[src/common/cmac_pkg.sv]
// lane counts, operand/product/accumulator widths and the packed vector types
// shared by the int16 dot-product engine
`default_nettype none

package cmac_pkg;

  // ==================================================
  // sizes
  // ==================================================
  localparam int LANES      = 32;  // multiply lanes per item
  localparam int OPND_W     = 16;  // data and weight width
  localparam int PROD_W     = 32;  // full signed product
  localparam int ACC_W      = 44;  // 37 bits needed for 32 terms, rest is headroom
  localparam int TREE_SPLIT = 4;   // partial sums held between tree stages

  // ==================================================
  // types
  // ==================================================
  // one signed operand
  typedef logic signed [OPND_W-1:0] opnd_t;

  // all lanes side by side, lane 0 in the low bits
  typedef logic [LANES*OPND_W-1:0] opnd_vec_t;

  // one signed lane product
  typedef logic signed [PROD_W-1:0] prod_t;

  // all lane products, lane 0 in the low bits
  typedef logic [LANES*PROD_W-1:0] prod_vec_t;

  // one signed sum
  typedef logic signed [ACC_W-1:0] acc_t;

  // partial sums between the two tree register stages
  typedef logic [TREE_SPLIT*ACC_W-1:0] psum_vec_t;

endpackage : cmac_pkg

`default_nettype wire

[src/cmac/cmac_adder_tree.sv]
// sign extension and five-level adder tree, registered after level 3
// and after level 5
`timescale 1ns/1ps
`default_nettype none

module cmac_adder_tree
  import cmac_pkg::*;
(
  input  logic      nvdla_core_clk,
  input  logic      psum_en,
  input  logic      out_en,
  input  prod_vec_t prod_q,
  output acc_t      mac_out_data
);

  acc_t      ext  [LANES];         // products at full sum width
  acc_t      lvl1 [LANES/2];
  acc_t      lvl2 [LANES/4];
  acc_t      lvl3 [TREE_SPLIT];
  psum_vec_t psum_q;               // registered partial sums
  acc_t      lvl4 [TREE_SPLIT/2];
  acc_t      lvl5;

  // ==================================================
  // sign extension
  // ==================================================
  for (genvar i = 0; i < LANES; i++) begin : g_ext
    prod_t prod;

    assign prod   = prod_q[i*PROD_W +: PROD_W];
    assign ext[i] = {{(ACC_W-PROD_W){prod[PROD_W-1]}}, prod};
  end

  // ==================================================
  // levels 1 to 3, 32 terms down to 4
  // ==================================================
  for (genvar i = 0; i < LANES/2; i++) begin : g_l1
    assign lvl1[i] = ext[2*i] + ext[2*i+1];
  end

  for (genvar i = 0; i < LANES/4; i++) begin : g_l2
    assign lvl2[i] = lvl1[2*i] + lvl1[2*i+1];
  end

  for (genvar i = 0; i < TREE_SPLIT; i++) begin : g_l3
    assign lvl3[i] = lvl2[2*i] + lvl2[2*i+1];
  end

  // partial sum stage
  always_ff @(posedge nvdla_core_clk) begin
    if (psum_en) begin
      for (int j = 0; j < TREE_SPLIT; j++) begin
        psum_q[j*ACC_W +: ACC_W] <= lvl3[j];
      end
    end
  end

  // ==================================================
  // levels 4 and 5, 4 partial sums down to 1
  // ==================================================
  for (genvar i = 0; i < TREE_SPLIT/2; i++) begin : g_l4
    acc_t lo;
    acc_t hi;

    assign lo      = psum_q[(2*i)*ACC_W +: ACC_W];
    assign hi      = psum_q[(2*i+1)*ACC_W +: ACC_W];
    assign lvl4[i] = lo + hi;
  end

  assign lvl5 = lvl4[0] + lvl4[1];

  // result stage, holds between items
  always_ff @(posedge nvdla_core_clk) begin
    if (out_en) begin
      mac_out_data <= lvl5;
    end
  end

endmodule : cmac_adder_tree

`default_nettype wire

[config.mk]
export PLATFORM = sky130hd
export DESIGN_NAME = cmac_adder_tree
export DESIGN_NICKNAME = d
export VERILOG_FILES = /design/src/common/cmac_pkg.sv /design/src/cmac/cmac_adder_tree.sv
export SDC_FILE = /design/constraint.sdc
export NUM_CORES = 2
export LEC_CHECK = 0
export ABC_AREA = 0
export ABC_CLOCK_PERIOD_IN_PS = 8000
export BUFFER_PORTS_ARGS = -buffer_cell sky130_fd_sc_hd__buf_2
export CAP_MARGIN = 40
export CORE_AREA = 5 5 413 415
export DETAILED_ROUTE_END_ITERATION = 10
export DIE_AREA = 0 0 418 420
export GPL_TIMING_DRIVEN = 1
export SYNTH_ARGS = -nofsm -noshare
export SYNTH_HDL_FRONTEND = slang
export SYNTH_SLANG_ARGS = --single-unit
[constraint.sdc]
create_clock -name nvdla_core_clk -period 8 [get_ports nvdla_core_clk]
set_input_delay 1.2 -clock nvdla_core_clk [delete_from_list [all_inputs] [get_ports nvdla_core_clk]]
set_output_delay 1.2 -clock nvdla_core_clk [all_outputs]
set_load 0.02 [all_outputs]
Yosys cells after proc, flatten, opt, wreduce, memory -nomap -nowiden
Cells that the tools add are included.

Register bits: 220. Input port bits: 1027. Output and inout bits: 44.

Add/subtract/negate cells: 31.

Operators by type and width (count): adder 32 x 32 -> 33 bit (16); adder 33 x 33 -> 34 bit (8); adder 34 x 34 -> 35 bit (4); adder 44 bit (3).

Longest topological paths before layout
Depth after elaboration: 3. Mapped depth: 18.

Worst setup path after synthesis
OpenSTA, ideal clock, no wires.

Path kind: input-to-reg. Start: input port prod_q[98]. End: register psum_q[26], data pin. Library setup time: 259 ps. Arrival: 5791 ps. Required time: 7741 ps. Path slack: 1951 ps. Stages: 16. Cells stage by stage: fa_1 inv_1 fa_1 fa_1 fa_1 inv_1 ha_1 fa_1 a21o_1 a221oi_2 o21ai_2 a221o_1 a311o_1 a31o_1 a21oi_2 xnor2_1.

RTL lines: start, declared (line cmac_adder_tree.sv:12) `input prod_vec_t prod_q,`; end signal, assigned by index (line cmac_adder_tree.sv:53) `psum_q[j*ACC_W +: ACC_W] <= lvl3[j];`; end, declared (line cmac_adder_tree.sv:20) `psum_vec_t psum_q;`.

==> metrics.md <==
| Metric | Value |
|---|---|
| Crit end category | flop |
| Syn_area_per_cell | 9.68 sq um |
| Setup Crit Path Kind | in -> reg |
| Synth Area in Compound Gates | 0.0819 |
| Fin crit period | 6.62 ns |
| Setup Skew | 0.0227 ns |
| Post-synthesis mux area share | 0 |
| Main flop type after synthesis | edfxtp_1 |
| Hpwl dp | 127,000 um |
| Worst hold path type | reg -> reg |
| Syn Nets | 5,869 |
| Deepest clock path buffer count | 2 |
| Synth-to-Final Area Change | 23.8% |
| TritonCTS clock tree | yes |
| Drt pass-1 iters | 5 |
| Largest net degree at the start of global routing | 49 |
| CTS root buf | clkbuf_16 |
| IO Count | 1,071 |
| H-tree Lvls | 4 |
| Maximum capacitance violations | 0 |
| CTS resizes | 0 |
| Critical Path AT | 6.88 ns |
| Total GRT Usage | 0.152 |
| Worst Path Max Fanout | 5 |
| DRT iter0 DRCs | 1,064 |
| Synth area leader | fa_1 |
| Slew @ Worst Pin | 0.861 ns |
| Num rows | 150 |
| Cell with the most instances after synthesis | inv_1 |
| Hold buffer count at CTS | 0 |
| EDFF count, synth | 184 |
| Mapped cell area | 36,900 sq um |
| Vias in the first global route | 31,500 |
| Status | finished, final reports clean |
| Vias per inst | 3.94 |
| Initial Utilization | 0.222 |
| Ys async rst share | 0 |
| Synth Area in Simple Gates | 0.0419 |
| Drt drc | 0 |
| Netlist cell types | 68 |
| WL final | 135,000 um |
| Filler Cell Count | 17,900 |
| Final nets | 6,946 |
| Clk sinks | 184 |
| Syn Inst Count | 3,814 |
| Register area share after synthesis | 0.150 |
| Xor and xnor area share after synthesis | 0.0368 |
| Final Hold Viols | 0 |
| GPL Wtd Cong | 0.953 |
| Overall die area | 176,000 sq um |
| RSZ-0062 raised after global routing | false |
| IO Port Bufs | 1,070 |
| Crit path launch type | input port |
| Worst-Skew Late Latency | 0.50 ns |
| Die height | 420 um |
| Initial antenna violation count | 41 |
| Total vias in the final route | 28,100 |
| Fin crit share | 0.827 |
| Final setup fails | 0 |
| Remaining Overflow, GRT | 0 |
| Number of buffers created by CTS | 17 |
| Core area | 166,000 sq um |
| Setup TNS | 0 ns |
| Wire per inst | 18.9 um |
| Final slew viol count | 0 |
| Highest clock rate | 0.151 GHz |
| Main combinational cell family by area after synthesis | adder cells |
| Yosys warns | 0 |
| Post-CTS setup buffers | 0 |
| ANT nets after route | 0 |
| Layout cell share with drive strength beyond 1 | 0.231 |
| Synth top cells by count | inv_1, fa_1, edfxtp_1 |
| Synth area leaders | fa_1, inv_1, edfxtp_1 |
| Register bit total from synthesis | 184 |
| First-pass GRT wire length | 194,000 um |
| Max_slew headroom | 0.417 |
| Clock transition at path regs | 0.10 ns |
| Adder-Cell Fraction of Synth Area | 0.521 |
| CP required | 8.26 ns |
| Share of the synthesized area in the top cell type | 0.461 |
| Die Wd | 418 um |
-- cell type report --
cell class / instances / area [sq um] / share of cell area
Timing Repair Buffer: 1079 / 5450 / 0.119
Sequential cell: 184 / 5530 / 0.121
Inverter: 1638 / 6150 / 0.134
Multi-Input combinational cell: 1971 / 25200 / 0.551
Clock buffer: 17 / 425 / 0.00931
Tap cell: 2204 / 2760 / 0.0603
Clock inverter: 15 / 198 / 0.00432
Antenna cell: 9 / 22.5 / 0.000493
-- layer usage --
layer	wire [um]	part of all wire	GRT usage
met3	6830	0.051	0.0271
met2	73700	0.55	0.287
met5	151	0.0011	0
met4	2680	0.020	0.0323
met1	51300	0.38	0.177
-- layout by cell type (no fill, tap or decap), types with 7 or more instances in the layout --
| master | count |
|---|---|
| a2111oi_0 | 7 |
| a211oi_1 | 23 |
| a21o_1 | 65 |
| a21oi_1 | 160 |
| a31oi_1 | 16 |
| and2_1 | 10 |
| and3_1 | 19 |
| buf_2 | 1069 |
| clkbuf_16 | 17 |
| diode_2 | 9 |
| edfxtp_1 | 184 |
| fa_1 | 851 |
| ha_1 | 177 |
| inv_1 | 1638 |
| nand2_1 | 91 |
| nand2b_1 | 13 |
| nand3_1 | 28 |
| nand4_1 | 17 |
| nor2_1 | 84 |
| nor2b_1 | 11 |
| nor3_1 | 24 |
| nor4_1 | 7 |
| o211ai_1 | 11 |
| o21a_1 | 11 |
| o21ai_0 | 69 |
| o21bai_1 | 19 |
| o31ai_1 | 9 |
| xnor2_1 | 105 |
| xor2_1 | 50 |
-- per-stage QoR --
step	hold slack [ns]	cell area (sq um)	utilization	setup WS, ns	std cells
final	0.664	45700	0.275	1.38	7117
after global routing	0.685	45700	0.275	1.03	7114
after CTS	0.676	45700	0.275	1.42	7107
after detailed placement	0.650	45100	0.271	0.848	7075
after global placement	0.659	45000	0.271	0.890	7073
after floorplan	0.526	36900	-	1.95	3814
-- state kept, by name (all words and copies together), names as in the netlist --
register	count
mac_out_data	44
psum_q	140
-- worst max-delay path, stage by stage --
cell and delay [ns]:
buf_2 0.07, inv_1 0.05, fa_1 0.55, inv_1 0.06, fa_1 0.52, fa_1 0.49
inv_1 0.05, fa_1 0.49, inv_1 0.07, ha_1 0.29, a211oi_1 0.31, nor3_1 0.14
o21ai_0 0.66, o21ai_0 0.37, a31oi_1 0.67, o21ai_0 0.35, a311oi_1 0.42, xnor2_1 0.10
-- final timing paths --
kind                from          endpoint  slack [ns]  cells after the start
max          prod_q[611]       psum_q[121]        1.38                     18
min          psum_q[132]   mac_out_data[0]        0.66                      1
max reg2reg   psum_q[45]  mac_out_data[35]        2.95                     13
min reg2reg  psum_q[132]   mac_out_data[0]        0.66                      1
-- kinds of logic after synthesis --
logic type | Yosys count
AND/OR/NAND/NOR | 324
buffers and inverters | 1659
flip-flops | 184
adder cells (fa/ha/maj) | 1028
XOR/XNOR | 155
AO/OA/AOI/OAI | 464
Power is left out: the tool's default activity adds up to more than one toggle a clock period on the data nets, which glitch-free logic cannot reach.
